$ cat src/hdl/vec_config.svh
`ifndef VEC_CONFIG_SVH
`define VEC_CONFIG_SVH

// ========================================
// Slice geometry
// ========================================

// Elements handled per cycle by the lane ALUs
`define VEC_NUM_LANES 2

// Bits held by one vector register
`define VEC_VLEN 128

// Vector registers in the file, v0 through v7
`define VEC_NUM_REGS 8

// Width of a lane slot, the widest element supported
`define VEC_ELEN 32

`endif

$ cat src/hdl/vec_types_pkg.sv
`include "vec_config.svh"

package vec_types_pkg;

  // ========================================
  // Element width and operation codes
  // ========================================

  // Selected element width, coded as in the vtype field
  typedef enum logic [1:0] {
    SEW8  = 2'd0,
    SEW16 = 2'd1,
    SEW32 = 2'd2
  } sew_t;

  // Operations the sequencer understands
  typedef enum logic [2:0] {
    VOP_SETVL = 3'd0, // Set vl and sew, no datapath work
    VOP_ADD   = 3'd1,
    VOP_SUB   = 3'd2,
    VOP_AND   = 3'd3,
    VOP_OR    = 3'd4
  } vop_t;

  // ========================================
  // Index and data words
  // ========================================

  // Element index, must reach VLEN/8 itself so vl=16 fits
  typedef logic [$clog2(`VEC_VLEN / 8):0] offset_t;

  // Vector register number
  typedef logic [$clog2(`VEC_NUM_REGS)-1:0] vreg_t;

  // One lane slot; narrower elements sit zero-extended in the low bits
  typedef logic [`VEC_ELEN-1:0] elem_t;

endpackage

$ cat src/hdl/vec_csr.sv
`timescale 1ns/1ps
`include "vec_config.svh"

module vec_csr (
  input  logic                   CLK,
  input  logic                   nRST,
  input  logic                   setvl,     // vsetvl being accepted this cycle
  input  vec_types_pkg::offset_t avl,       // Requested application vector length
  input  vec_types_pkg::sew_t    sew_in,    // Requested element width
  input  logic                   vstart_we, // Host write of vstart
  input  vec_types_pkg::offset_t vstart_in,
  input  logic                   op_end,    // Element op completing this cycle
  output vec_types_pkg::offset_t vl,
  output vec_types_pkg::sew_t    sew,
  output vec_types_pkg::offset_t vstart
);

  // Elements per register at SEW8; wider elements halve it per step
  localparam vec_types_pkg::offset_t MAX_ELEMS = vec_types_pkg::offset_t'(`VEC_VLEN / 8);

  vec_types_pkg::offset_t capacity;
  vec_types_pkg::offset_t vl_clamped;

  // ========================================
  // vsetvl clamp
  // ========================================

  always_comb begin
    capacity   = MAX_ELEMS >> sew_in;                    // 16, 8 or 4 elements
    vl_clamped = (avl < capacity) ? avl : capacity;
  end

  always_ff @(posedge CLK, negedge nRST) begin
    if (!nRST) begin
      vl  <= '0;
      sew <= vec_types_pkg::SEW8;
    end else if (setvl) begin
      vl  <= vl_clamped; // Takes effect on the edge that samples issue
      sew <= sew_in;
    end
  end

  // Completion wins over a host write landing in the same cycle
  always_ff @(posedge CLK, negedge nRST) begin
    if (!nRST) begin
      vstart <= '0;
    end else if (op_end) begin
      vstart <= '0;
    end else if (vstart_we) begin
      vstart <= vstart_in;
    end
  end

endmodule

$ cat config.mk
export PLATFORM = sky130hd
export DESIGN_NAME = vec_csr
export DESIGN_NICKNAME = d
export VERILOG_FILES = /design/src/hdl/vec_types_pkg.sv /design/src/hdl/vec_csr.sv
export VERILOG_INCLUDE_DIRS = /design/src /design/src/hdl
export SDC_FILE = /design/constraint.sdc
export NUM_CORES = 1
export LEC_CHECK = 0
export BUFFER_PORTS_ARGS = -buffer_cell sky130_fd_sc_hd__clkbuf_2
export CAP_MARGIN = 20
export CORE_AREA = 3 3 41 43
export CTS_BUF_LIST = sky130_fd_sc_hd__clkbuf_2
export CTS_CLUSTER_SIZE = 28
export DETAILED_ROUTE_END_ITERATION = 6
export DIE_AREA = 0 0 44 46
export PLACE_DENSITY = 0.76
export SLEW_MARGIN = 20
export SYNTH_ARGS = -nofsm -noshare
export SYNTH_HDL_FRONTEND = slang
export SYNTH_SLANG_ARGS = --single-unit
$ cat constraint.sdc
create_clock -name CLK -period 1.08 [get_ports CLK]
set_input_delay 0.108 -clock CLK [delete_from_list [all_inputs] [get_ports CLK]]
set_output_delay 0.108 -clock CLK [all_outputs]
set_load 0.02 [all_outputs]
==> impl_metrics.env <==
export IMPL_status="complete, but fails checks"
export IMPL_violations="setup timing"
export IMPL_layout_drive_gt1_share=0.633
export IMPL_yosys_area_top_type="sky130_fd_sc_hd__dfrtp_1"
export IMPL_num_io_pins=29
export IMPL_design_final_nets=120
export IMPL_clockRootBuffer="sky130_fd_sc_hd__clkbuf_2"
export IMPL_mappedNetlistArea_sq_um=611
export IMPL_rsz0062_at_grt="yes"
export IMPL_worstPathMaxFanout=5
export IMPL_min_period_ns=1.23
export IMPL_number_of_synthesized_flops_with_an_enable_pin=0
export IMPL_post_synth_inst_count=54
export IMPL_timing_final_max_slew_violations=0
export IMPL_hold_path_class="in2reg"
export IMPL_critical_path_startpoint_type="input pin"
export IMPL_synth_flop_cell="sky130_fd_sc_hd__dfrtp_1"
export IMPL_worst_endpoint_arrival_ns=1.39
export IMPL_cp_startpoint="sew_in[1]"
export IMPL_cts_htree_levels=1
export IMPL_ys_top_cells_by_area="sky130_fd_sc_hd__dfrtp_1, sky130_fd_sc_hd__ha_1, sky130_fd_sc_hd__mux2i_1"
export IMPL_largest_vdd_supply_drop_mv=0.787
export IMPL_ys_async_sr_fraction=1.00
export IMPL_timing_rr_start="vl[1]"
export IMPL_globalplace_congestion=0.713
export IMPL_path_class="in2reg"
export IMPL_yosys_area_top_type_share=0.492
export IMPL_cts_clk_slew_worst_paths_ns=0.11
export IMPL_die_w_um=44
export IMPL_insertion_delay_ns=0.26
export IMPL_clock_skew_ns=0
export IMPL_syn_num_nets=75
export IMPL_grt_first_pass_wirelength_um=2550
export IMPL_yosys_register_bits=12
export IMPL_avgSynthCellArea_sq_um=11.3
export IMPL_timing_fmax_mhz=816
export IMPL_worstHoldStart="op_end"
export IMPL_synthDistinctLibCells=18
export IMPL_vias=557
export IMPL_clockBufferDepth=2
export IMPL_drt_pre_antenna_iters=4
export IMPL_endpoint_kind="flop"
export IMPL_grt_antenna_before_repair=0
export IMPL_finalCoreUtilization=0.750
export IMPL_yosysMostFrequentCell="sky130_fd_sc_hd__dfrtp_1"
export IMPL_dpl_hpwl_um=1140
export IMPL_multi_input_area_sq_um=374
export IMPL_wirelength_um=1490
export IMPL_dpl_instance_area_sq_um=887
export IMPL_post_route_worst_setup_slack_ns=-0.146
export IMPL_max_cap_violations=0
export IMPL_r2r_cells=2
export IMPL_nFillCells=81
export IMPL_worst_slew_pin_slew_ns=0.301
export IMPL_placementRows=13
export IMPL_grt_max_degree=13
export IMPL_finalInstanceArea_sq_mm=0.00100
export IMPL_final_setup_viol_count=4
export IMPL_n_antenna_cell=0
export IMPL_track_usage=0.177
export IMPL_ys_top_cells_by_count="sky130_fd_sc_hd__dfrtp_1, sky130_fd_sc_hd__nor2_1, sky130_fd_sc_hd__inv_1, sky130_fd_sc_hd__mux2i_1"
export IMPL_core_area_sq_mm=0.00133
export IMPL_layout_area_overhead_vs_synth_pct=63.9
export IMPL_initial_core_util=0.458
export IMPL_die_height_um=46
export IMPL_holdPathStages=2
export IMPL_first_global_vias=568
export IMPL_antenna_left=0
export IMPL_overflow=0
export IMPL_worst_endpoint_required_ns=1.24
export IMPL_post_drt_wl_per_cell_um=13.2
export IMPL_fp_dieArea_sq_mm=0.00202
export IMPL_final_seq_area_sq_um=300
export IMPL_numClockSinks=12
export IMPL_post_route_drc_count=0
export IMPL_min_period_over_period=1.13
export IMPL_yosys_warnings=0
export IMPL_hold_viol_final=0
export IMPL_placement_io_buffers=28
export IMPL_first_iter_violations=3
export IMPL_cts_buffers=3
export IMPL_p_leak_nw=0.520
export IMPL_synth_seq_area_share=0.492
export IMPL_power_dens_cells_mw_per_mm2=1120
export IMPL_worst_slew_margin_rel=0.800
export IMPL_avgViaCountPerCell=4.93
export IMPL_tritoncts="built"
-- flip-flops by register name (all words and copies together) (netlist names) --
register,cells
vl,5
vstart,5
sew,2
-- cells in the final DEF, fill, tap and decap left out, types with 2 or more instances in the layout --
cell type | netlist | final
sky130_fd_sc_hd__clkbuf_2 | 0 | 29
sky130_fd_sc_hd__and2_4 | 1 | 2
sky130_fd_sc_hd__dfrtp_1 | 12 | 12
sky130_fd_sc_hd__nor2_4 | 0 | 2
sky130_fd_sc_hd__ha_4 | 0 | 3
sky130_fd_sc_hd__mux2_2 | 2 | 2
sky130_fd_sc_hd__inv_1 | 5 | 3
sky130_fd_sc_hd__nor2_1 | 7 | 5
sky130_fd_sc_hd__buf_4 | 0 | 12
sky130_fd_sc_hd__inv_2 | 0 | 2
sky130_fd_sc_hd__nor2b_1 | 4 | 3
sky130_fd_sc_hd__a221o_1 | 4 | 4
sky130_fd_sc_hd__mux2i_1 | 5 | 5
sky130_fd_sc_hd__o21ai_2 | 0 | 2
-- critical path: stages --
cell	delay (ns)
sky130_fd_sc_hd__clkbuf_16	0.12
sky130_fd_sc_hd__nor2b_4	0.14
sky130_fd_sc_hd__inv_2	0.05
sky130_fd_sc_hd__ha_4	0.25
sky130_fd_sc_hd__o21ai_2	0.05
sky130_fd_sc_hd__a22oi_2	0.27
sky130_fd_sc_hd__nor2_4	0.08
sky130_fd_sc_hd__a221o_1	0.32
-- final timing paths --
path                              to  slack [ns]
max                            vl[3]       -0.15
min                        vstart[0]        0.05
max reg2reg                    vl[1]        0.18
min reg2reg                    vl[0]        0.50
max in group asynchronous     sew[1]        0.61
min in group asynchronous     sew[0]        0.25
-- per-stage QoR --
| stage | hold slack [ns] | power [W] | cells | TNS [ns] | setup WS (ns) |
|---|---|---|---|---|---|
| 2_1_floorplan | -0.188 | 0.000716 | 54 | -0.839 | -0.210 |
| 3_3_place_gp | 0.00109 | 0.000853 | 104 | -1.98 | -0.455 |
| 3_5_place_dp | 0.00748 | 0.000862 | 104 | -2.10 | -0.489 |
| 4_1_cts | 0.0363 | 0.00112 | 112 | -0.355 | -0.102 |
| 5_1_grt | 0.0321 | 0.00120 | 113 | -0.674 | -0.192 |
| 6_report | 0.0509 | 0.00112 | 113 | -0.521 | -0.146 |
-- metal layers --
metal / track usage / up-vias / wire, um / part of all wire
li1: - / 277 / - / -
met1: 0.218 / 255 / 642 / 0.43
met2: 0.288 / 22 / 703 / 0.47
met3: 0.0672 / 3 / 131 / 0.088
met4: 0.0542 / 0 / 12 / 0.0080
met5: 0 / - / 0 / 0
-- where the power goes --
part | leakage, nW | switching (W) | total [W] | internal [W]
sequential | 0.153 | 0.0000230 | 0.000516 | 0.000493
clock | 0.0140 | 0.000146 | 0.000227 | 0.0000804
combinational | 0.352 | 0.000192 | 0.000381 | 0.000190
total | 0.520 | 0.000361 | 0.00112 | 0.000763
-- logic make-up after synthesis --
logic type | synth area share
compound gates | 0.117
mux | 0.119
buf+inv | 0.0369
fa+ha+maj | 0.0820
simple gates | 0.154
flops | 0.492
-- area by class of cell --
cell class / instances / share of cell area
timing repair buffer: 41 / 0.270
sequential: 12 / 0.300
clock inverter: 1 / 0.00375
inverter: 5 / 0.0188
clock buffer: 3 / 0.0150
tap: 15 / 0.0188
multi-input combinational: 36 / 0.374
-- timing repair --
item	CTS	global route
hold buffers	1	0
buffers inserted	3	1
endpoints found under the setup margin	4	4
endpoints found under the hold margin	12	0
pin swaps	5	1
gates resized for setup	7	5
No activity file was read; power rests on OpenSTA's default activity.
