--- config.mk ---
export PLATFORM = sky130hd
export DESIGN_NAME = vec_seq_ctrl_flat
export DESIGN_NICKNAME = d
export VERILOG_FILES = /design/src/hdl/vec_types_pkg.sv /design/src/hdl/element_counter_if.sv /design/src/hdl/vec_seq_ctrl.sv /design/src/flat_wrapper.sv
export VERILOG_INCLUDE_DIRS = /design/src /design/src/hdl
export SDC_FILE = /design/constraint.sdc
export NUM_CORES = 1
export LEC_CHECK = 0
export BUFFER_PORTS_ARGS = -buffer_cell sky130_fd_sc_hd__buf_2
export CORE_MARGIN = 1
export CORE_UTILIZATION = 39
export DETAILED_ROUTE_END_ITERATION = 7
export HOLD_SLACK_MARGIN = 0.12
export PLACE_DENSITY = 0.75
export RECOVER_POWER = 25
export SYNTH_ARGS = -nofsm -noshare
export SYNTH_HDL_FRONTEND = slang
export SYNTH_SLANG_ARGS = --single-unit
--- constraint.sdc ---
create_clock -name CLK -period 1.9 [get_ports CLK]
set_input_delay 0.285 -clock CLK [delete_from_list [all_inputs] [get_ports CLK]]
set_output_delay 0.285 -clock CLK [all_outputs]
set_load 0.02 [all_outputs]
--- src/hdl/vec_config.svh ---
`ifndef VEC_CONFIG_SVH
`define VEC_CONFIG_SVH

// ========================================
// Slice geometry
// ========================================

// Elements handled per cycle by the lane ALUs
`define VEC_NUM_LANES 2

// Bits held by one vector register
`define VEC_VLEN 128

// Vector registers in the file, v0 through v7
`define VEC_NUM_REGS 8

// Width of a lane slot, the widest element supported
`define VEC_ELEN 32

`endif

--- src/hdl/vec_types_pkg.sv ---
`include "vec_config.svh"

package vec_types_pkg;

  // ========================================
  // Element width and operation codes
  // ========================================

  // Selected element width, coded as in the vtype field
  typedef enum logic [1:0] {
    SEW8  = 2'd0,
    SEW16 = 2'd1,
    SEW32 = 2'd2
  } sew_t;

  // Operations the sequencer understands
  typedef enum logic [2:0] {
    VOP_SETVL = 3'd0, // Set vl and sew, no datapath work
    VOP_ADD   = 3'd1,
    VOP_SUB   = 3'd2,
    VOP_AND   = 3'd3,
    VOP_OR    = 3'd4
  } vop_t;

  // ========================================
  // Index and data words
  // ========================================

  // Element index, must reach VLEN/8 itself so vl=16 fits
  typedef logic [$clog2(`VEC_VLEN / 8):0] offset_t;

  // Vector register number
  typedef logic [$clog2(`VEC_NUM_REGS)-1:0] vreg_t;

  // One lane slot; narrower elements sit zero-extended in the low bits
  typedef logic [`VEC_ELEN-1:0] elem_t;

endpackage

--- src/hdl/element_counter_if.sv ---
`timescale 1ns/1ps

interface element_counter_if;

  // Commands from the sequencer control
  logic clear;     // Zero offset and done, wins over everything else
  logic de_en;     // Counter enabled for this cycle
  logic ex_return; // Resume after an interrupted instruction
  logic stall;     // Hold the offset this cycle

  // CSR values routed through to the counter
  vec_types_pkg::offset_t vstart;
  vec_types_pkg::offset_t vl;

  // Counter state
  vec_types_pkg::offset_t offset; // First element of the current group
  logic done;                     // Offset is at or past vl

  modport counter (
    input  clear, de_en, ex_return, stall,
    input  vstart, vl,
    output offset, done
  );

  modport ctrl (
    output clear, de_en, ex_return, stall,
    input  done
  );

endinterface

--- src/hdl/vec_seq_ctrl.sv ---
`timescale 1ns/1ps

module vec_seq_ctrl (
  input  logic                  CLK,
  input  logic                  nRST,
  input  logic                  issue,
  input  vec_types_pkg::vop_t   op,
  input  vec_types_pkg::vreg_t  vd,
  input  vec_types_pkg::vreg_t  vs1,
  input  vec_types_pkg::vreg_t  vs2,
  input  logic                  resume,  // Restart from vstart rather than element 0
  input  logic                  stall,   // Writeback back-pressure
  output logic                  busy,
  output logic                  done,
  output logic                  setvl,
  output logic                  op_end,
  output vec_types_pkg::vop_t   run_op,
  output vec_types_pkg::vreg_t  run_vd,
  output vec_types_pkg::vreg_t  run_vs1,
  output vec_types_pkg::vreg_t  run_vs2,
  element_counter_if.ctrl       ele_if
);

  typedef enum logic [1:0] {IDLE, LOAD, RUN, SETVL_ACK} state_t;

  state_t state, next_state;
  logic   accept;   // Ready to sample issue
  logic   start_op; // Element op accepted this cycle

  assign accept   = (state == IDLE) || (state == SETVL_ACK); // busy is low in both
  assign setvl    = accept && issue && (op == vec_types_pkg::VOP_SETVL);
  assign start_op = accept && issue && (op != vec_types_pkg::VOP_SETVL);
  assign op_end   = (state == RUN) && ele_if.done && !stall;
  assign busy     = (state == LOAD) || (state == RUN);

  // ========================================
  // Counter commands
  // ========================================

  assign ele_if.clear     = start_op;
  assign ele_if.de_en     = busy;
  assign ele_if.ex_return = (state == LOAD);
  // The vstart load cycle presents no valid group, so it is held like a stall
  assign ele_if.stall     = stall || (state == LOAD);

  always_comb begin
    next_state = state;
    case (state)
      IDLE, SETVL_ACK: begin
        if (setvl) next_state = SETVL_ACK;
        else if (start_op) next_state = resume ? LOAD : RUN;
        else next_state = IDLE;
      end
      LOAD:    next_state = RUN; // Offset now holds vstart
      RUN:     if (op_end) next_state = IDLE;
      default: next_state = IDLE;
    endcase
  end

  always_ff @(posedge CLK, negedge nRST) begin
    if (!nRST) begin
      state <= IDLE;
      done  <= 1'b0;
    end else begin
      state <= next_state;
      done  <= setvl || op_end; // One-cycle pulse after either kind of completion
    end
  end

  // Instruction fields stay put for the whole operation
  always_ff @(posedge CLK) begin
    if (start_op) begin
      run_op  <= op;
      run_vd  <= vd;
      run_vs1 <= vs1;
      run_vs2 <= vs2;
    end
  end

endmodule

--- src/flat_wrapper.sv ---
// flat-port wrapper written by rule: the top's interface ports become plain ports
module vec_seq_ctrl_flat 
  (CLK, nRST, issue, op, vd, vs1, vs2, resume, stall, busy, done, setvl, op_end, run_op, run_vd, run_vs1, run_vs2, ele_if_clear, ele_if_de_en, ele_if_ex_return, ele_if_stall, ele_if_done);
  element_counter_if ele_if_i ();
  input  logic CLK;
  input  logic nRST;
  input  logic issue;
  input  vec_types_pkg::vop_t op;
  input  vec_types_pkg::vreg_t vd;
  input  vec_types_pkg::vreg_t vs1;
  input  vec_types_pkg::vreg_t vs2;
  input  logic resume;
  input  logic stall;
  output logic busy;
  output logic done;
  output logic setvl;
  output logic op_end;
  output vec_types_pkg::vop_t run_op;
  output vec_types_pkg::vreg_t run_vd;
  output vec_types_pkg::vreg_t run_vs1;
  output vec_types_pkg::vreg_t run_vs2;
  output wire logic [$bits(ele_if_i.clear)-1:0] ele_if_clear;
  output wire logic [$bits(ele_if_i.de_en)-1:0] ele_if_de_en;
  output wire logic [$bits(ele_if_i.ex_return)-1:0] ele_if_ex_return;
  output wire logic [$bits(ele_if_i.stall)-1:0] ele_if_stall;
  input wire logic [$bits(ele_if_i.done)-1:0] ele_if_done;
  assign ele_if_clear = ele_if_i.clear;
  assign ele_if_de_en = ele_if_i.de_en;
  assign ele_if_ex_return = ele_if_i.ex_return;
  assign ele_if_stall = ele_if_i.stall;
  assign ele_if_i.done = ele_if_done;
  vec_seq_ctrl u_core (.CLK(CLK), .nRST(nRST), .issue(issue), .op(op), .vd(vd), .vs1(vs1), .vs2(vs2), .resume(resume), .stall(stall), .busy(busy), .done(done), .setvl(setvl), .op_end(op_end), .run_op(run_op), .run_vd(run_vd), .run_vs1(run_vs1), .run_vs2(run_vs2), .ele_if(ele_if_i));
endmodule
==> impl_results.md <==
- Post-layout util: 61.5%
- Global-route wire length before repair: 1.65 mm
- TritonCTS clock tree: yes
- Number of warnings issued by yosys: 0
- Buffer count from post-CTS setup fixing: 0
- Area added between synthesis and finish: 40.4%
- Clock sinks: 15
- Class of the most critical setup path: reg -> out
- Number of nets produced by synthesis: 60
- Number of cells produced by synthesis: 40
- Total DRC errors in the routed layout: 0
- Synthesized-area fraction occupied by ao, oa, aoi and oai cells: 2.96%
- Simple-gate portion of the synthesized area: 14.2%
- Achievable clock frequency: 582 MHz
- Post-Route WL: 1.17 mm
- Category of the worst setup path launch point: flop
- Cts bufs inserted: 3
- Max-slew violation count: 0
- First-pass detailed-route iteration total: 4
- Worst ir drop on vdd: 0.000845 V
- Starting density of the core: 43.8%
- Quantity of gates resized following cts: 0
- Flops & latches, synth: 15
- Placeable core area: 1350 sq um
- Dominant combinational cell family by area after synthesis: simple AND/OR/NAND/NOR gates
- GRT Resource Usage Total: 16.2%
- Total chip power: 1190 uW
- Sum of overflow across all layers after global routing: 0
- Worst relative slew slack: 83.9%
- Distinct cell type count after synthesis: 17
- Fin Setup TNS: 0 ps
- Pleak: 0.000409 uW
- Share of cell area taken by muxes after synthesis: 0%
- Horiz. Die Dim: 41.0 microns
- Count of antenna diodes in the layout: 0
- Post-detailed-route wirelength per cell: 12.0 microns
- Post-placement setup slack: 425 ps
- Worst setup margin: 181 ps
- Number of placement rows: 13
- Die ar.: 1680 sq um
- Average vias per placed instance: 4.72
- Remaining antenna violation count after routing: 0
- Post-synthesis cell area: 592 sq um
- CP required: 1620 ps
- Maximum clock insertion buffer count: 2
- Share of the clock period used by the worst path after layout: 90.5%
- Pwr per Cell Area: 1430 nW/um^2
- Clock root buffer: sky130_fd_sc_hd__clkbuf_4
- DP HPWL: 980 microns
- Xor/xnor cell area share of the yosys netlist: 0%
- Fraction of the yosys area taken by sequential cells: 73.6%
- Last weighted congestion value of the routability-driven placer: 0.656
- Chip height: 41.0 microns
- Antenna violations before repair: 0
- Share of layout cells above drive strength 1: 50.0%
- Number of top-level design ports: 38
- Number of global-route vias before repair: 417
- Path class of the lowest-slack min-delay path: in -> reg
- Transition time at the pin with the least slew margin: 241 ps
- Minimum clock period after layout: 1720 ps
- Count of max-cap constraint violations: 0
- Setup-failing EPs final: 0
- Top fanout value on the critical path: 5
- Final hold violations: 0
- Mean post-synth cell area: 14.8 sq um
- Buffers added on ports: 37
- Worst clock skew: 8.31 ps
- Maximum number of pins on one net before global-route repair: 13
- Type of element capturing the critical path: output pin
- Net total in the final layout: 103
- Share of synthesized cell area in full adder, half adder and majority cells: 4.23%
- Clock-pin slew on the worst setup and hold paths: 90 ps
- Routed vias: 458
- RSZ-0062 raised after global routing: no
- Run status: finished, final reports clean
- CP Data Arrival Time: 1430 ps
- 1st-iter DRT viols: 11
- CTS hold repair buffers: 1
- Clock latency on the worst-skew pair: 270 ps
- H-tree levels: 1
-- layout make-up --
class,instances,area [sq um]
fill,112,519
sequential,15,435
timing repair buffer,39,199
multi-input combinational,18,129
clock buffer,4,26.3
inverter,6,22.5
tap,15,18.8
-- stage by stage --
stage,cells,hold slack (ps),cell area (sq um)
2_1_floorplan,40,-10.6,594
3_3_place_gp,92,83.1,798
3_5_place_dp,92,81.1,798
4_1_cts,97,180,835
5_1_grt,97,173,831
6_report,97,181,831
-- cell usage in the layout (no fill, tap or decap), types with 2 or more instances in the layout --
master and n:
sky130_fd_sc_hd__buf_2 34, sky130_fd_sc_hd__edfxtp_1 12, sky130_fd_sc_hd__inv_1 6, sky130_fd_sc_hd__clkbuf_1 4, sky130_fd_sc_hd__nand2_1 3, sky130_fd_sc_hd__clkbuf_4 3, sky130_fd_sc_hd__dfrtp_1 3, sky130_fd_sc_hd__nor3_1 2
sky130_fd_sc_hd__a31oi_1 2, sky130_fd_sc_hd__ha_1 2
-- final timing paths --
kind / start / cells after the start / end / slack (ps)
max: u_core.state[0] / 5 / ele_if_clear / 180
min: vd[0] / 1 / u_core.run_vd[0] / 180
max reg2reg: u_core.state[0] / 5 / u_core.run_vs1[1] / 400
min reg2reg: u_core.state[1] / 2 / u_core.state[1] / 640
max in group asynchronous: nRST / 2 / u_core.state[1] / 1470
min in group asynchronous: nRST / 2 / u_core.done / 330
-- power breakdown --
group	leakage (uW)	switching (uW)	internal [uW]	total (uW)
clock	0.0000150	89.0	81.2	170
combinational	0.000243	346	175	521
sequential	0.000151	33.6	463	497
-- worst max-delay path: stages, from the launching register on --
cell and delay [ps]:
sky130_fd_sc_hd__dfrtp_1 390, sky130_fd_sc_hd__inv_1 60, sky130_fd_sc_hd__ha_1 350, sky130_fd_sc_hd__nand2_1 80
sky130_fd_sc_hd__nor2_2 110, sky130_fd_sc_hd__buf_2 170
-- routing by layer --
layer / GRT usage [%] / vias up / part of all wire (%)
met3: 2.17 / 2 / 12
met1: 16.8 / 199 / 36
met5: 0 / - / 0
met4: 10.0 / 0 / 0.43
li1: - / 224 / -
met2: 30.1 / 33 / 52
-- kinds of logic (layout without fill, tap and decap cells) --
logic type / count (synthesis) / count (layout)
simple gates: 13 / 13
compound gates: 3 / 3
flops: 15 / 15
buf+inv: 7 / 49
fa+ha+maj: 2 / 2
-- flip-flops by register name (all words and copies together), names as in the netlist --
name,count
u_core.state,2
u_core.run_vs2,3
u_core.run_op,3
u_core.done,1
u_core.run_vs1,3
u_core.run_vd,3
-- Yosys cell counts, drive strengths merged --
cell type  number  area [sq um]
and3b           1          8.76
nor3            3          26.3
dfrtp           3          75.1
nand2           3          11.3
a21oi           1          5.00
inv             6          22.5
ha              2          25.0
nor2b           1          6.26
or2             1          6.26
nand2b          1          6.26
edfxtp         12           360
nor2            1          3.75
buf             1          7.51
nand3           2          15.0
a31oi           2          12.5
(Power assumes the default switching activity.)
