`config.mk`:
```
export PLATFORM = sky130hd
export DESIGN_NAME = vec_lane_alu_flat
export DESIGN_NICKNAME = d
export VERILOG_FILES = /design/src/hdl/vec_types_pkg.sv /design/src/hdl/lane_if.sv /design/src/hdl/vec_lane_alu.sv /design/src/flat_wrapper.sv
export VERILOG_INCLUDE_DIRS = /design/src /design/src/hdl
export SDC_FILE = /design/constraint.sdc
export NUM_CORES = 1
export LEC_CHECK = 0
export BUFFER_PORTS_ARGS = -buffer_cell sky130_fd_sc_hd__buf_2
export CORE_MARGIN = 3
export CORE_UTILIZATION = 45
export DETAILED_ROUTE_END_ITERATION = 16
export PLACE_DENSITY = 0.72
export SLEW_MARGIN = 20
export SYNTH_ARGS = -nofsm -noshare
export SYNTH_HDL_FRONTEND = slang
export SYNTH_SLANG_ARGS = --single-unit
```
`constraint.sdc`:
```
create_clock -name vclk -period 4.69
set_input_delay 0.2345 -clock vclk [all_inputs]
set_output_delay 0.2345 -clock vclk [all_outputs]
set_load 0.01 [all_outputs]
```
`src/hdl/vec_config.svh`:
```
`ifndef VEC_CONFIG_SVH
`define VEC_CONFIG_SVH

// ========================================
// Slice geometry
// ========================================

// Elements handled per cycle by the lane ALUs
`define VEC_NUM_LANES 2

// Bits held by one vector register
`define VEC_VLEN 128

// Vector registers in the file, v0 through v7
`define VEC_NUM_REGS 8

// Width of a lane slot, the widest element supported
`define VEC_ELEN 32

`endif

```
`src/hdl/vec_types_pkg.sv`:
```
`include "vec_config.svh"

package vec_types_pkg;

  // ========================================
  // Element width and operation codes
  // ========================================

  // Selected element width, coded as in the vtype field
  typedef enum logic [1:0] {
    SEW8  = 2'd0,
    SEW16 = 2'd1,
    SEW32 = 2'd2
  } sew_t;

  // Operations the sequencer understands
  typedef enum logic [2:0] {
    VOP_SETVL = 3'd0, // Set vl and sew, no datapath work
    VOP_ADD   = 3'd1,
    VOP_SUB   = 3'd2,
    VOP_AND   = 3'd3,
    VOP_OR    = 3'd4
  } vop_t;

  // ========================================
  // Index and data words
  // ========================================

  // Element index, must reach VLEN/8 itself so vl=16 fits
  typedef logic [$clog2(`VEC_VLEN / 8):0] offset_t;

  // Vector register number
  typedef logic [$clog2(`VEC_NUM_REGS)-1:0] vreg_t;

  // One lane slot; narrower elements sit zero-extended in the low bits
  typedef logic [`VEC_ELEN-1:0] elem_t;

endpackage

```
`src/hdl/lane_if.sv`:
```
`timescale 1ns/1ps
`include "vec_config.svh"

interface lane_if;

  // Operand slots read from vs1 and vs2, one per lane
  vec_types_pkg::elem_t src1 [`VEC_NUM_LANES];
  vec_types_pkg::elem_t src2 [`VEC_NUM_LANES];

  // Element index of lane 0; lane i works on element base+i
  vec_types_pkg::offset_t base;

  // Results on their way back to vd
  vec_types_pkg::elem_t result [`VEC_NUM_LANES];
  logic [`VEC_NUM_LANES-1:0] wr_en; // One write strobe per lane

  modport regfile (
    output src1, src2, base,
    input  result, wr_en
  );

  modport alu (
    input  src1, src2, base,
    output result, wr_en
  );

endinterface

```
`src/hdl/vec_lane_alu.sv`:
```
`timescale 1ns/1ps
`include "vec_config.svh"

module vec_lane_alu (
  input  vec_types_pkg::vop_t   run_op,
  input  vec_types_pkg::sew_t   sew,
  input  vec_types_pkg::offset_t vl,
  input  logic                  active, // An element op is in flight
  input  logic                  stall,  // No write this cycle
  lane_if.alu                   ln
);

  localparam int NUM_LANES = `VEC_NUM_LANES;

  vec_types_pkg::elem_t mask;

  // Keeps only the bits of the selected element width
  always_comb begin
    case (sew)
      vec_types_pkg::SEW8:  mask = 32'h0000_00ff;
      vec_types_pkg::SEW16: mask = 32'h0000_ffff;
      default:              mask = 32'hffff_ffff;
    endcase
  end

  // ========================================
  // Per-lane datapath
  // ========================================

  for (genvar i = 0; i < NUM_LANES; i++) begin : g_lane
    vec_types_pkg::elem_t   raw;
    vec_types_pkg::offset_t lane_idx;

    assign lane_idx = ln.base + vec_types_pkg::offset_t'(i); // Element this lane owns

    always_comb begin
      case (run_op)
        vec_types_pkg::VOP_ADD: raw = ln.src1[i] + ln.src2[i];
        vec_types_pkg::VOP_SUB: raw = ln.src1[i] - ln.src2[i];
        vec_types_pkg::VOP_AND: raw = ln.src1[i] & ln.src2[i];
        vec_types_pkg::VOP_OR:  raw = ln.src1[i] | ln.src2[i];
        default:                raw = '0; // vsetvl never reaches the lanes
      endcase
    end

    // Carries and borrows out of the element drop off here
    assign ln.result[i] = raw & mask;

    // The tail past vl is left undisturbed
    assign ln.wr_en[i] = active && !stall && (lane_idx < vl);
  end

endmodule

```
`src/flat_wrapper.sv`:
```
// flat-port wrapper written by rule: the top's interface ports become plain ports
module vec_lane_alu_flat 
  (run_op, sew, vl, active, stall, ln_src1, ln_src2, ln_base, ln_result, ln_wr_en);
  lane_if ln_i ();
  input  vec_types_pkg::vop_t run_op;
  input  vec_types_pkg::sew_t sew;
  input  vec_types_pkg::offset_t vl;
  input  logic active;
  input  logic stall;
  input wire logic [$bits(ln_i.src1)-1:0] ln_src1;
  input wire logic [$bits(ln_i.src2)-1:0] ln_src2;
  input wire logic [$bits(ln_i.base)-1:0] ln_base;
  output wire logic [$bits(ln_i.result)-1:0] ln_result;
  output wire logic [$bits(ln_i.wr_en)-1:0] ln_wr_en;
  assign ln_i.src1 = {>>{ln_src1}};
  assign ln_i.src2 = {>>{ln_src2}};
  assign ln_i.base = ln_base;
  assign ln_result = {>>{ln_i.result}};
  assign ln_wr_en = ln_i.wr_en;
  vec_lane_alu u_core (.run_op(run_op), .sew(sew), .vl(vl), .active(active), .stall(stall), .ln(ln_i));
endmodule
```
==> results_dict.tcl, run 1 <==
set metrics [dict create \
    critical_path.startpoint "ln_src2[34]" \
    n_antenna_cell 0 \
    max_slew_margin_pct 31.9 \
    die_w_um 127 \
    holdCritStartpoint "stall" \
    dr.pass1.iters 5 \
    ff_latch_area_um2 0 \
    start_kind "input pin" \
    synth_area_um2 6630 \
    p_leak_nw 4.03 \
    dp_slack_ps 77.2 \
    synth_fp_nets 1247 \
    cp.buffers_inverters 4 \
    n_clock_buffer 0 \
    via_count 8579 \
    rsz0062_at_grt "true" \
    status "completed" \
    synth_area_per_cell_um2 6.48 \
    antenna_found_initial 2 \
    slowest_delay_ps 540 \
    vias_per_cell 6.07 \
    final_common_cell "buf_2" \
    mostFrequentLayoutCells "buf_2 (210), nand2_1 (136), a21oi_1 (101)" \
    period_needed_ps 4570 \
    numPortBuffers 211 \
    p_comb_share_pct 100.0 \
    drive_gt1_share_pct 24.7 \
    grt_pass1_wl_mm 37.0 \
    synth_cell_type_count 73 \
    seq_cells 0 \
    crit_top_cell "nor3_2" \
    io_pins 211 \
    wl_per_cell_um 16.6 \
    nets 1460 \
    core_area_um2 14100 \
    total_power_w 0.00123 \
    grt_max_degree 39 \
    cp_num_cells 20 \
    start_util_pct 46.8 \
    setup_viol 0 \
    tns_ps 0 \
    end_kind "primary output" \
    finalNonFillerCells 1414 \
    grt_pass1_vias 7801 \
    power_frac_clock_pct 0 \
    final-hold-violation-count 0 \
    worst_ep_arrival_time_ps 4340 \
    required_ps 4460 \
    rows 43 \
    switching_share_pct 56.2 \
    period_share_pct 97.5 \
    grt-ovfl-total 0 \
    setup_ws_ps 119 \
    worstSetupPathType "in2out" \
    die_h_um 127 \
    intPower_w 0.000537 \
    cp_max_fo 3 \
    synthToLayoutAreaGrowth_pct 22.8 \
    synthCells 1023 \
    power_density_nw_per_um2 151 \
    postCtsHoldBufs 0 \
    die-area_um2 16200 \
    n_fill_cell 1432 \
    max_slew.worst_pin.slew_ps 1020 \
    multi_input_area_um2 6280 \
    grt_usage_pct 26.5 \
    power.switching_w 0.000689 \
    hold_class "in2out" \
    crit_family "simple AND/OR/NAND/NOR gates" \
    seq_power_share_pct 0 \
    ys_warn_count 0 \
    ir_drop_uv 72.3 \
    detail-route-antenna-nets 0 \
    final_max_slew_viol_count 0 \
    place_inst 1413 \
    path_cells "buf_6 > or4_4 > nor3_2 > buf_4 > nand3b_1 > nor3_2 > buf_4 > nor2_2 > xnor2_1 > ha_1 > a21o_2 > o21bai_4 > or4_4 > a311oi_2 > nor3_2 > a211o_1 > o221ai_2 > xnor2_1 > o22ai_1 > buf_2" \
    post-route-drc-count 0 \
    maxCapViolCount 0 \
    dr.first_iter.drc_count 689 \
    crit_end "ln_result[63]" \
    routabilityCongestion 0.945 \
    yosysSeqAreaShare_pct 0 \
    hpwl_mm 18.8 \
    max_freq_mhz 219 \
    postRouteWirelength_mm 23.5 \
    cp_slowest_cell "or4_4" \
]
## repair_timing
item	in CTS	in global routing
setup buffers	0	1
setup endpoints to repair	0	8
hold endpoints to repair	0	0
gates resized for setup	0	14
## cell families after synthesis
family	Yosys count	share of synthesized area, %
AO/OA/AOI/OAI	378	37.4
AND/OR/NAND/NOR	353	25.1
XOR/XNOR	119	15.7
buffers and inverters	91	6.08
adder cells (fa/ha/maj)	79	15.1
multiplexers	3	0.491
## power groups by stage
stage	Clock (W)	Combinational (W)	Sequential [W]
finish	0	0.00123	0
global route	0	0.00135	0
CTS	0	0.00120	0
detailed placement	0	0.00119	0
global placement	0	0.00118	0
floorplan	0	0.000820	0
## final cells by class
type	count	share of cell area (%)
Multi-Input combinational cell	932	77.2
Inverter	30	1.38
Tap cell	180	2.77
Timing Repair Buffer	272	18.7
## cells in the mapped netlist (all sizes together), types with 17 or more instances
master	number	area share [%]
clkbuf	50	3.2
a21oi	101	7.6
nor2	76	4.3
nand2	137	7.8
inv	30	1.7
o22ai	29	2.7
a21o	39	4.5
xor2	45	5.9
o21ai	77	5.8
a22oi	30	3.4
xnor2	74	9.8
ha	77	15
nor2b	17	1.6
nor3	23	1.8
nand3	27	2.0
## how the worst min path moves through the flow
stage / to / slack (ps) / cells past startpoint
3_3_place_gp: ln_wr_en[0] / 720 / 3
6_report: ln_wr_en[0] / 730 / 3
3_5_place_dp: ln_wr_en[0] / 730 / 3
2_1_floorplan: ln_wr_en[0] / 520 / 1
5_1_grt: ln_wr_en[0] / 750 / 3
4_1_cts: ln_wr_en[0] / 730 / 3
## layer usage
metal / track usage [%] / wire length (µm)
met1: 35.9 / 10200
met2: 46.3 / 11000
met3: 2.01 / 1790
met4: 5.17 / 498
met5: 0 / 23
## stage by stage
stage	util (%)	hold slack [ps]	instance area, µm²
final	57.5	729	8140
after detailed placement	57.1	731	8080
after floorplan	-	520	6630
after global placement	57.1	724	8080
after CTS	57.1	731	8080
after global routing	57.5	745	8140
Power figures use the tool's default switching activity.
==> run 2: changes to the inputs <==
Settings changed: PLACE_DENSITY 0.72 to 0.75, SETUP_SLACK_MARGIN set to 0.2, SLEW_MARGIN 20 to not set.
Clock period 4.69 ns to 4.2 ns, I/O delays scaled along.
==> run 2 against run 1 <==
Die area unchanged. Critical path depth down 1. Via count is 8.5% higher. Non-clock buffer count grew 105. Sequential share of layout area is the same. Clock-buffer cell count did not move. Final cell count grew 7.4%. Combinational power increased by 36%. Design area increased by 18%. Sequential cell count stayed put. Global-route usage up 2.1 points. Power up 37%. The flow now finishes with violations (negative setup slack). Highest routed layer unchanged.
==> results_dict.tcl, run 2 (synthesis gave the netlist of run 1 again) <==
set metrics [dict create \
    io_pins 211 \
    grt-ovfl-total 0 \
    cp_max_fo 4 \
    grt_usage_pct 28.7 \
    n_clock_buffer 0 \
    hold_class "in2out" \
    max_slew_margin_pct 32.2 \
    start_kind "input pin" \
    final_common_cell "buf_2" \
    finish.instance_area_um2 9610 \
    numPortBuffers 211 \
    placed_area_um2 8750 \
    grt_pass1_wl_mm 39.9 \
    power_frac_clock_pct 0 \
    synthToLayoutAreaGrowth_pct 45.0 \
    cp_slowest_cell "or4_4" \
    power_density_nw_per_um2 174 \
    postRouteWirelength_mm 26.5 \
    max_slew.worst_pin.slew_ps 1020 \
    end_kind "primary output" \
    mostFrequentLayoutCells "buf_2 (206), buf_4 (156), nand2_1 (131)" \
    maxCapViolCount 0 \
    rsz0062_at_grt "true" \
    setup_ws_ps -358 \
    crit_family "simple AND/OR/NAND/NOR gates" \
    power.switching_w 0.000902 \
    wl_per_cell_um 17.4 \
    vias_per_cell 6.13 \
    path_cells "buf_6 > or4_4 > nor3_4 > nand3b_1 > nor3_4 > and2_4 > nor2_4 > xnor2_2 > ha_1 > a21o_1 > o21bai_4 > or4_4 > a311oi_2 > nor3_2 > a211o_1 > o221ai_2 > xnor2_1 > o22ai_2 > buf_2" \
    status "complete, but fails checks" \
    period_share_pct 109 \
    violations "negative setup slack" \
    p_leak_nw 4.73 \
    core_area_um2 14100 \
    ff_latch_area_um2 0 \
    slowest_delay_ps 550 \
    period_needed_ps 4560 \
    final_max_slew_viol_count 0 \
    cp.buffers_inverters 2 \
    nets 1565 \
    ir_drop_uv 81.6 \
    dr.pass1.iters 7 \
    die-area_um2 16200 \
    required_ps 3990 \
    finalNonFillerCells 1519 \
    routabilityCongestion 0.951 \
    max_freq_mhz 219 \
    n_antenna_cell 0 \
    switching_share_pct 53.9 \
    worstSetupPathType "in2out" \
    rows 43 \
    postCtsHoldBufs 0 \
    detail-route-antenna-nets 0 \
    dp_slack_ps -339 \
    worst_ep_arrival_time_ps 4350 \
    grt_max_degree 41 \
    place_inst 1493 \
    post-route-drc-count 0 \
    p_comb_share_pct 100.0 \
    via_count 9312 \
    dr.first_iter.drc_count 951 \
    holdCritStartpoint "stall" \
    antenna_found_initial 1 \
    min_to "ln_wr_en[1]" \
    min_delay_path_depth 3 \
    hpwl_mm 19.8 \
    seq_cells 0 \
    seq_power_share_pct 0 \
    die_w_um 127 \
    critical_path.startpoint "ln_src2[37]" \
    grt_pass1_vias 8449 \
    die_h_um 127 \
    final-hold-violation-count 0 \
    setup_viol 12 \
    drive_gt1_share_pct 36.7 \
    intPower_w 0.000772 \
    start_util_pct 46.8 \
]
==> run 2: changes by cell type in the layout (fill, tap and decap cells not counted), sizes merged <==
| cell | delta |
|---|---|
| buf | +105 |
==> run 2: how the worst max path moves through the flow <==
stage	slack [ps]	cells after the start	to
global route	-490	19	ln_result[63]
finish	-360	19	ln_result[63]
CTS	-230	19	ln_result[63]
global placement	-280	20	ln_result[31]
detailed placement	-340	20	ln_result[31]
floorplan	100	18	ln_result[63]
==> run 2: what timing repair did <==
| item | in CTS | in global routing |
|---|---|---|
| gates resized for setup | 71 | 74 |
| buffers inserted | 16 | 10 |
| setup endpoints to repair | 22 | 31 |
| pin swaps | 46 | 56 |
==> run 2: worst min-delay path, stage by stage <==
cell and delay, ps:
buf_2 90, nor4bb_1 40, buf_2 130
==> run 2: power groups by stage <==
stage          registers, W  clock network, W  logic, W
2_1_floorplan             0                 0  0.000921
6_report                  0                 0   0.00167
3_3_place_gp              0                 0   0.00143
5_1_grt                   0                 0   0.00180
3_5_place_dp              0                 0   0.00145
4_1_cts                   0                 0   0.00153
==> run 2: per-layer routing <==
layer  wire, µm  part of all wire [%]  up-vias  GRT usage (%)
met2      12800                    48      488           50.9
met5         13                 0.049        -              0
met3       2050                   7.7       85           1.59
met1      10800                    41     4307           37.5
li1           -                     -     4430              -
met4        852                   3.2        2           7.89
==> run 2: layout make-up <==
| cell class | instances | area [µm²] |
|---|---|---|
| Multi-Input combinational cell | 932 | 6890 |
| Timing Repair Buffer | 377 | 2390 |
| Fill cell | 1227 | 4540 |
| Inverter | 30 | 113 |
| Tap cell | 180 | 225 |
==> run 2: per-stage QoR <==
stage          utilization [%]  hold slack (ps)  power [W]  setup TNS, ps
6_report                  67.9              675    0.00167          -1920
5_1_grt                   67.9              686    0.00180          -4020
3_5_place_dp              61.9              678    0.00145          -2900
2_1_floorplan                -              471   0.000921              0
3_3_place_gp              61.9              671    0.00143          -1900
4_1_cts                   65.0              679    0.00153           -681
