## src/hdl/vec_config.svh

```systemverilog
`ifndef VEC_CONFIG_SVH
`define VEC_CONFIG_SVH

// ========================================
// Slice geometry
// ========================================

// Elements handled per cycle by the lane ALUs
`define VEC_NUM_LANES 2

// Bits held by one vector register
`define VEC_VLEN 128

// Vector registers in the file, v0 through v7
`define VEC_NUM_REGS 8

// Width of a lane slot, the widest element supported
`define VEC_ELEN 32

`endif

```

## src/hdl/vec_types_pkg.sv

```systemverilog
`include "vec_config.svh"

package vec_types_pkg;

  // ========================================
  // Element width and operation codes
  // ========================================

  // Selected element width, coded as in the vtype field
  typedef enum logic [1:0] {
    SEW8  = 2'd0,
    SEW16 = 2'd1,
    SEW32 = 2'd2
  } sew_t;

  // Operations the sequencer understands
  typedef enum logic [2:0] {
    VOP_SETVL = 3'd0, // Set vl and sew, no datapath work
    VOP_ADD   = 3'd1,
    VOP_SUB   = 3'd2,
    VOP_AND   = 3'd3,
    VOP_OR    = 3'd4
  } vop_t;

  // ========================================
  // Index and data words
  // ========================================

  // Element index, must reach VLEN/8 itself so vl=16 fits
  typedef logic [$clog2(`VEC_VLEN / 8):0] offset_t;

  // Vector register number
  typedef logic [$clog2(`VEC_NUM_REGS)-1:0] vreg_t;

  // One lane slot; narrower elements sit zero-extended in the low bits
  typedef logic [`VEC_ELEN-1:0] elem_t;

endpackage

```

## src/hdl/element_counter_if.sv

```systemverilog
`timescale 1ns/1ps

interface element_counter_if;

  // Commands from the sequencer control
  logic clear;     // Zero offset and done, wins over everything else
  logic de_en;     // Counter enabled for this cycle
  logic ex_return; // Resume after an interrupted instruction
  logic stall;     // Hold the offset this cycle

  // CSR values routed through to the counter
  vec_types_pkg::offset_t vstart;
  vec_types_pkg::offset_t vl;

  // Counter state
  vec_types_pkg::offset_t offset; // First element of the current group
  logic done;                     // Offset is at or past vl

  modport counter (
    input  clear, de_en, ex_return, stall,
    input  vstart, vl,
    output offset, done
  );

  modport ctrl (
    output clear, de_en, ex_return, stall,
    input  done
  );

endinterface

```

## src/hdl/element_counter.sv

```systemverilog
`timescale 1ns/1ps
`include "vec_config.svh"

module element_counter (
  input logic CLK,
  input logic nRST,
  element_counter_if.counter ele_if
);

  vec_types_pkg::offset_t next_offset;
  logic next_done;

  // ========================================
  // Next offset
  // ========================================

  always_comb begin
    next_offset = ele_if.offset; // Hold unless told otherwise
    if (ele_if.de_en && ele_if.ex_return) begin
      // Pick up where the interrupted instruction left off
      next_offset = ele_if.vstart;
    end else if (ele_if.de_en && !ele_if.stall) begin
      next_offset = ele_if.offset + vec_types_pkg::offset_t'(`VEC_NUM_LANES);
    end
  end

  // Flag goes up once the group about to be presented has nothing left in it
  assign next_done = (next_offset >= ele_if.vl);

  // ========================================
  // State
  // ========================================

  always_ff @(posedge CLK, negedge nRST) begin
    if (!nRST) begin
      ele_if.offset <= '0;
      ele_if.done   <= 1'b0;
    end else if (ele_if.clear) begin
      ele_if.offset <= '0; // A new instruction always starts from element 0
      ele_if.done   <= 1'b0;
    end else begin
      ele_if.offset <= next_offset;
      ele_if.done   <= next_done;
    end
  end

endmodule

```

## src/flat_wrapper.sv

```systemverilog
// flat-port wrapper written by rule: the top's interface ports become plain ports
module element_counter_flat 
  (CLK, nRST, ele_if_clear, ele_if_de_en, ele_if_ex_return, ele_if_stall, ele_if_vstart, ele_if_vl, ele_if_offset, ele_if_done);
  element_counter_if ele_if_i ();
  input logic CLK;
  input logic nRST;
  input wire logic [$bits(ele_if_i.clear)-1:0] ele_if_clear;
  input wire logic [$bits(ele_if_i.de_en)-1:0] ele_if_de_en;
  input wire logic [$bits(ele_if_i.ex_return)-1:0] ele_if_ex_return;
  input wire logic [$bits(ele_if_i.stall)-1:0] ele_if_stall;
  input wire logic [$bits(ele_if_i.vstart)-1:0] ele_if_vstart;
  input wire logic [$bits(ele_if_i.vl)-1:0] ele_if_vl;
  output wire logic [$bits(ele_if_i.offset)-1:0] ele_if_offset;
  output wire logic [$bits(ele_if_i.done)-1:0] ele_if_done;
  assign ele_if_i.clear = ele_if_clear;
  assign ele_if_i.de_en = ele_if_de_en;
  assign ele_if_i.ex_return = ele_if_ex_return;
  assign ele_if_i.stall = ele_if_stall;
  assign ele_if_i.vstart = ele_if_vstart;
  assign ele_if_i.vl = ele_if_vl;
  assign ele_if_offset = ele_if_i.offset;
  assign ele_if_done = ele_if_i.done;
  element_counter u_core (.CLK(CLK), .nRST(nRST), .ele_if(ele_if_i));
endmodule
```

## config.mk

```make
export PLATFORM = sky130hd
export DESIGN_NAME = element_counter_flat
export DESIGN_NICKNAME = d
export VERILOG_FILES = /design/src/hdl/vec_types_pkg.sv /design/src/hdl/element_counter_if.sv /design/src/hdl/element_counter.sv /design/src/flat_wrapper.sv
export VERILOG_INCLUDE_DIRS = /design/src /design/src/hdl
export SDC_FILE = /design/constraint.sdc
export NUM_CORES = 1
export LEC_CHECK = 0
export BUFFER_PORTS_ARGS = -buffer_cell sky130_fd_sc_hd__buf_4
export CORE_AREA = 2 2 39 41
export CTS_CLUSTER_SIZE = 20
export DETAILED_ROUTE_END_ITERATION = 6
export DIE_AREA = 0 0 41 43
export PLACE_DENSITY_LB_ADDON = 0.12
export SYNTH_ARGS = -nofsm -noshare
export SYNTH_HDL_FRONTEND = slang
export SYNTH_SLANG_ARGS = --single-unit
```

## constraint.sdc

```tcl
create_clock -name CLK -period 2.35 [get_ports CLK]
set_input_delay 0.3525 -clock CLK [delete_from_list [all_inputs] [get_ports CLK]]
set_output_delay 0.3525 -clock CLK [all_outputs]
set_load 0.03 [all_outputs]
```

==> out/metrics.yaml, run 1 <==
sta:
  hold_slack_ns: 0.3254
  finalClockSkew_ns: 0.0003593
  hold_violations: 0
  tns_ns: 0
  finalCritPeriodShare_pct: 84.81
  setup_violations: 0
  maxSlewViolCount: 0
  min_period_ns: 1.993
  rsz0062_at_grt: "false"
  slew_headroom_pct: 71.93
  tightestPinTransition_ns: 0.4166
  fmax_mhz: 501.7
final_layout:
  mostFrequentLayoutCells: "buf_4 (21), inv_1 (9), ha_1 (6), dfrtp_1 (6)"
  layout_commonest_cell: "buf_4"
  drive_above_1_share_pct: 35.06
  fillCellCount: 146
  area_growth_pct: 43.16
  multi_input_area_um2: 286.5
  layout.nets: 101
  seqCellArea_um2: 150.1
  fin_area_um2: 680.7
  antenna_cells: 0
clocking:
  h-tree-depth: 1
  insertion_delay_ns: 0.24
  cts.clk_slew.worst_paths_ns: 0.05
  root_buffer: "clkbuf_4"
  clock_sinks: 6
  clock_path_buffers: 2
  postCtsSetupBuffers: 0
  cts_resized: 0
  cts_inserted_buffers: 3
  cts_tree: "built"
route:
  drt_iter0_drc: 8
  drc: 0
  vias: 484
  wl_per_cell_um: 11.23
  drt-vias-per-instance: 5.204
  routed_wl_um: 1044
  drtAntennaViolNets: 0
  drtPass1Iterations: 4
worst_setup_path:
  crit_top_cell: "ha_1"
  cp-startpoint: "u_core.ele_if.offset[1]"
  cp_data_required_time_ns: 2.47
  critPathCapture: "u_core.ele_if.done"
  crit_buf_inv: 0
  worst_path_largest_cell_delay_ns: 0.40
  r2r_setup_slack_ns: 0.36
  worstSetupPathType: "reg -> reg"
  crit_cells: 8
  crit_path_start_kind: "flip-flop"
  r2r_end: "u_core.ele_if.done"
  arrival_ns: 2.11
  crit_fanout: 4
  slowest_stage: "dfrtp_1"
  end_kind: "flip-flop"
  path_delay_family: "compound AO/OA/AOI/OAI gates"
  ff2ff_path_depth: 8
  crit_chain: "ha_1 > nor2b_1 > a31o_2 > a22oi_1 > ha_1 > and4_1 > a21oi_1 > o22ai_1"
  reg2reg_from: "u_core.ele_if.offset[1]"
synthesis:
  synth_top_area_share_pct: 31.58
  ys_seq_area_share_pct: 31.58
  synth_area_um2: 475.5
  avgSynthCellArea_um2: 8.971
  synth_cell_type_count: 23
  yosysTopAreaCell: "dfrtp_1"
  yosys_warnings: 0
  synth-seq-cells: 6
  syn-num-nets: 75
  synthTopCellsByArea: "dfrtp_1 (32%), ha_1 (16%), inv_1 (7.1%), a221oi_1 (5.5%), a22oi_1 (4.7%)"
  syn-instance-count: 53
global_routing:
  grt_max_degree: 12
  grt_pass1_vias: 483
  gr-total-overflow: 0
  antenna_found_initial: 0
  grt_use_total_pct: 14.85
  grt_first_pass_wirelength_um: 1807
floorplan:
  die_h_um: 43
  coreArea_mm2: 0.001384
  dieWidth_um: 41
  rows: 14
  start_util_pct: 34.36
  ios: 22
  dieArea_mm2: 0.001763
run:
  cap_violations: 0
min_path:
  hp-class: "in -> reg"
  holdPathStages: 2
power_and_ir_drop:
  power_per_cell_area_mw_per_mm2: 478.6
  p_leak_nw: 0.3691
  peakVddDrop_uv: 182.0
placed_design:
  dpl_cell_area_um2: 648.1
  place_congestion: 0.6646
  dp_hpwl_um: 874.1
  portBuffers: 21
outcome:
  outcome: "finished, final reports clean"
==> worst min-delay path by stage <==
stage,startpoint,endpoint
4_1_cts,ele_if_clear,u_core.ele_if.offset[0]
5_1_grt,ele_if_clear,u_core.ele_if.offset[2]
3_3_place_gp,nRST,u_core.ele_if.offset[4]
2_1_floorplan,nRST,u_core.ele_if.done
6_report,ele_if_clear,u_core.ele_if.offset[0]
3_5_place_dp,nRST,u_core.ele_if.offset[4]
==> layout make-up <==
type                            instances  area share (%)
Clock buffer                            3           3.309
Tap cell                               16           2.941
Inverter                                9           4.963
Multi-Input combinational cell         37           42.10
Timing Repair Buffer                   22           24.63
Sequential cell                         6           22.06
==> timing repair <==
item,in CTS,in global routing
setup endpoints to repair,0,0
hold buffers,1,0
endpoints found under the hold margin,6,0
==> through the flow <==
stage | setup slack (ns) | power, mW | std cells | util (%)
6_report | 0.3569 | 0.3258 | 93 | 49.19
5_1_grt | 0.2314 | 0.3507 | 93 | 49.19
4_1_cts | 0.3332 | 0.3324 | 93 | 49.19
3_5_place_dp | 0.2894 | 0.2338 | 89 | 46.84
3_3_place_gp | 0.3229 | 0.2342 | 89 | 46.84
2_1_floorplan | 0.3488 | 0.1855 | 53 | -
==> flip-flops by register name (all words and copies together), names as in the netlist <==
register,flops
u_core.ele_if.offset,5
u_core.ele_if.done,1
==> cell usage after synthesis, drive strengths merged <==
library cell	count
a21o	1
a21oi	2
a221oi	3
a22oi	3
a31o	1
a31oi	2
and3	1
and4	1
buf	1
dfrtp	6
ha	6
inv	9
mux2i	1
nand2	1
nand2b	2
nand3	2
nor2	1
nor2b	2
o211ai	1
o21ai	2
o22ai	3
or2	1
or4	1
==> per-layer routing <==
metal	track usage (%)	part of all wire [%]	vias up
met1	19.34	46	226
met5	0	0	-
met3	1.571	4.7	0
met2	22.81	50	11
met4	8.000	0	0
li1	-	-	247
==> where the power goes <==
part	switching, mW	internal [mW]	leakage [nW]
Clock	0.0358	0.0577	0.0138
Combinational	0.0588	0.0549	0.276
Sequential	0.00651	0.112	0.0796
==> logic make-up (layout without fill, tap and decap cells) <==
family / Yosys count / after routing / share of synthesized area, %
buf+inv: 10 / 34 / 8.156
simple gates: 12 / 12 / 16.31
compound gates: 18 / 18 / 26.05
fa+ha+maj: 6 / 6 / 15.79
mux: 1 / 1 / 2.105
flops: 6 / 6 / 31.58
No activity file was read; power rests on OpenSTA's default activity.
==> run 2, diff against run 1 <==
==> constraint.sdc (replaced) <==
create_clock -name CLK -period 1.9 [get_ports CLK]
set_input_delay 0.285 -clock CLK [delete_from_list [all_inputs] [get_ports CLK]]
set_output_delay 0.285 -clock CLK [all_outputs]
set_load 0.03 [all_outputs]
==> out/metrics.yaml, run 2 (synthesized netlist as in run 1, its figures left out) <==
outcome:
  outcome: "finished, final reports clean"  # unchanged
final_layout:
  seqCellArea_um2: 153.9  # was 150.1 µm²
  regMostFlops: "u_core.ele_if.offset"  # unchanged
  drive_above_1_share_pct: 51.76  # was 35.06%
  reg_top3: "u_core.ele_if.offset x5, u_core.ele_if.done x1"  # unchanged
  largest_reg_flops: 5  # unchanged
  layout.nets: 108  # was 101
  layout_commonest_cell: "buf_4"  # unchanged
  mostFrequentLayoutCells: "buf_4 (26), inv_1 (9), ha_1 (4)"  # was buf_4 (21), inv_1 (9), ha_1 (6), dfrtp_1 (6)
  multi_input_area_um2: 346.6  # was 286.5 µm²
  antenna_cells: 0  # unchanged
  instances_no_fill: 101  # was 93
  area_growth_pct: 70.00  # was 43.16%
  fillCellCount: 135  # was 146
floorplan:
  coreArea_mm2: 0.001384  # unchanged
  dieArea_mm2: 0.001763  # unchanged
  ios: 22  # unchanged
  rows: 14  # unchanged
  die_h_um: 43  # unchanged
  dieWidth_um: 41  # unchanged
  start_util_pct: 34.36  # unchanged
worst_setup_path:
  end_kind: "flip-flop"  # unchanged
  crit_fanout: 2  # was 4
  slowest_stage: "dfrtp_2"  # was dfrtp_1
  ff2ff_path_depth: 8  # unchanged
  crit_path_start_kind: "flip-flop"  # unchanged
  crit_chain: "ha_4 > nor2b_4 > a31o_4 > a22oi_2 > ha_1 > and4_1 > a21oi_1 > o22ai_1"  # was ha_1 > nor2b_1 > a31o_2 > a22oi_1 > ha_1 > and4_1 > a21oi_1 > o22ai_1
  r2r_setup_slack_ns: 0.06  # was 0.36 ns
  worst_path_largest_cell_delay_ns: 0.43  # was 0.40 ns
  cp_data_required_time_ns: 2.03  # was 2.47 ns
  r2r_end: "u_core.ele_if.done"  # unchanged
  worstSetupPathType: "reg -> reg"  # unchanged
  crit_buf_inv: 0  # unchanged
  path_delay_family: "compound AO/OA/AOI/OAI gates"  # unchanged
  reg2reg_from: "u_core.ele_if.offset[2]"  # was u_core.ele_if.offset[1]
  arrival_ns: 1.97  # was 2.11 ns
power_and_ir_drop:
  power_per_cell_area_mw_per_mm2: 569.5  # was 478.6 mW/mm²
  p_leak_nw: 0.4094  # was 0.3691 nW
  total_power_mw: 0.4603  # was 0.3258 mW
  peakVddDrop_uv: 368.5  # was 182.0 µV
placed_design:
  portBuffers: 21  # unchanged
  dp.cells: 95  # was 89
  dp_hpwl_um: 1046  # was 874.1 µm
  place_congestion: 0.7009  # was 0.6646
global_routing:
  grt_use_total_pct: 18.04  # was 14.85%
  gr-total-overflow: 0  # unchanged
  antenna_found_initial: 0  # unchanged
  grt_max_degree: 12  # unchanged
  grt_pass1_vias: 496  # was 483
  grt_first_pass_wirelength_um: 2028  # was 1807 µm
clocking:
  clock_sinks: 6  # unchanged
  root_buffer: "clkbuf_4"  # unchanged
  insertion_delay_ns: 0.25  # was 0.24 ns
  cts_inserted_buffers: 3  # unchanged
  cts.clk_slew.worst_paths_ns: 0.05  # about the same
  cts_tree: "built"  # unchanged
  clock_path_buffers: 2  # unchanged
  h-tree-depth: 1  # unchanged
route:
  routed_wl_um: 1308  # was 1044 µm
  drtAntennaViolNets: 0  # unchanged
  drt-vias-per-instance: 5.099  # was 5.204
  vias: 515  # was 484
  wl_per_cell_um: 12.95  # was 11.23 µm
  drt_iter0_drc: 4  # was 8
  drtPass1Iterations: 4  # unchanged
  drc: 0  # unchanged
min_path:
  holdPathStages: 2  # unchanged
  holdPathEnd: "u_core.ele_if.offset[0]"  # unchanged
  hp-class: "in -> reg"  # unchanged
  worstHoldStart: "ele_if_clear"  # unchanged
run:
  cap_violations: 0  # unchanged
sta:
  rsz0062_at_grt: "true"  # was false
  min_period_ns: 1.838  # was 1.993 ns
  hold_violations: 0  # unchanged
  setup_violations: 0  # unchanged
  finalCritPeriodShare_pct: 96.75  # was 84.81%
  fmax_mhz: 544.0  # was 501.7 MHz
  slew_headroom_pct: 76.32  # was 71.93%
  finalClockSkew_ns: 0.001915  # was 0.0003593 ns
  tightestPinTransition_ns: 0.3515  # was 0.4166 ns
  maxSlewViolCount: 0  # unchanged
-- run 2: cell types whose count changed in the layout (fill, tap and decap cells not counted), sizes merged --
| cell | previous run | this run |
|---|---|---|
| clkbuf | 3 | 4 |
| buf | 21 | 28 |
-- run 2: power by group --
part           switching [mW]  internal (mW)  leakage, nW
sequential            0.00932          0.139       0.0754
combinational          0.0869         0.0906        0.319
clock                  0.0540         0.0801       0.0150
total                   0.150          0.310        0.409
-- run 2: timing repair --
item | in CTS | in global routing
hold buffers | 1 | 0
pin swaps | 0 | 4
setup buffers | 0 | 1
resized for setup | 2 | 8
hold endpoints to repair | 6 | 0
endpoints found under the setup margin | 1 | 1
-- run 2: how the worst max path moves through the flow --
stage,start,endpoint,slack (ns),depth (start not counted)
6_report,u_core.ele_if.offset[2],u_core.ele_if.done,0.06,8
3_3_place_gp,ele_if_stall,u_core.ele_if.done,-0.07,8
4_1_cts,u_core.ele_if.offset[2],u_core.ele_if.done,0.02,8
5_1_grt,u_core.ele_if.offset[2],u_core.ele_if.done,-0.03,8
2_1_floorplan,u_core.ele_if.offset[2],u_core.ele_if.done,-0.006,8
3_5_place_dp,ele_if_stall,u_core.ele_if.done,-0.11,8
-- run 2: per-stage QoR --
step	TNS, ns	utilization [%]	area (µm²)	setup WS [ns]	hold WS, ns
global placement	-0.06883	51.09	706.9	-0.06883	0.1009
floorplan	-0.006117	-	489.2	-0.006117	-0.01059
detailed placement	-0.1105	51.09	706.9	-0.1105	0.09889
CTS	0	54.43	753.2	0.01734	0.2440
finish	0	58.41	808.3	0.06176	0.2461
global route	-0.03277	58.41	808.3	-0.03277	0.2444
-- run 2: area by class of cell --
cell class / count / share of cell area (%)
Sequential cell: 6 / 19.04
Timing Repair Buffer: 29 / 28.17
Clock buffer: 4 / 3.251
Multi-Input combinational cell: 37 / 42.88
Tap cell: 16 / 2.477
Inverter: 9 / 4.180
-- run 2: per-layer routing --
layer	global-route usage (%)	share of wire, %	vias up
li1	-	-	262
met1	20.52	44	234
met2	26.88	47	15
met3	6.283	5.7	4
met4	12.00	3.1	0
met5	0	0	-
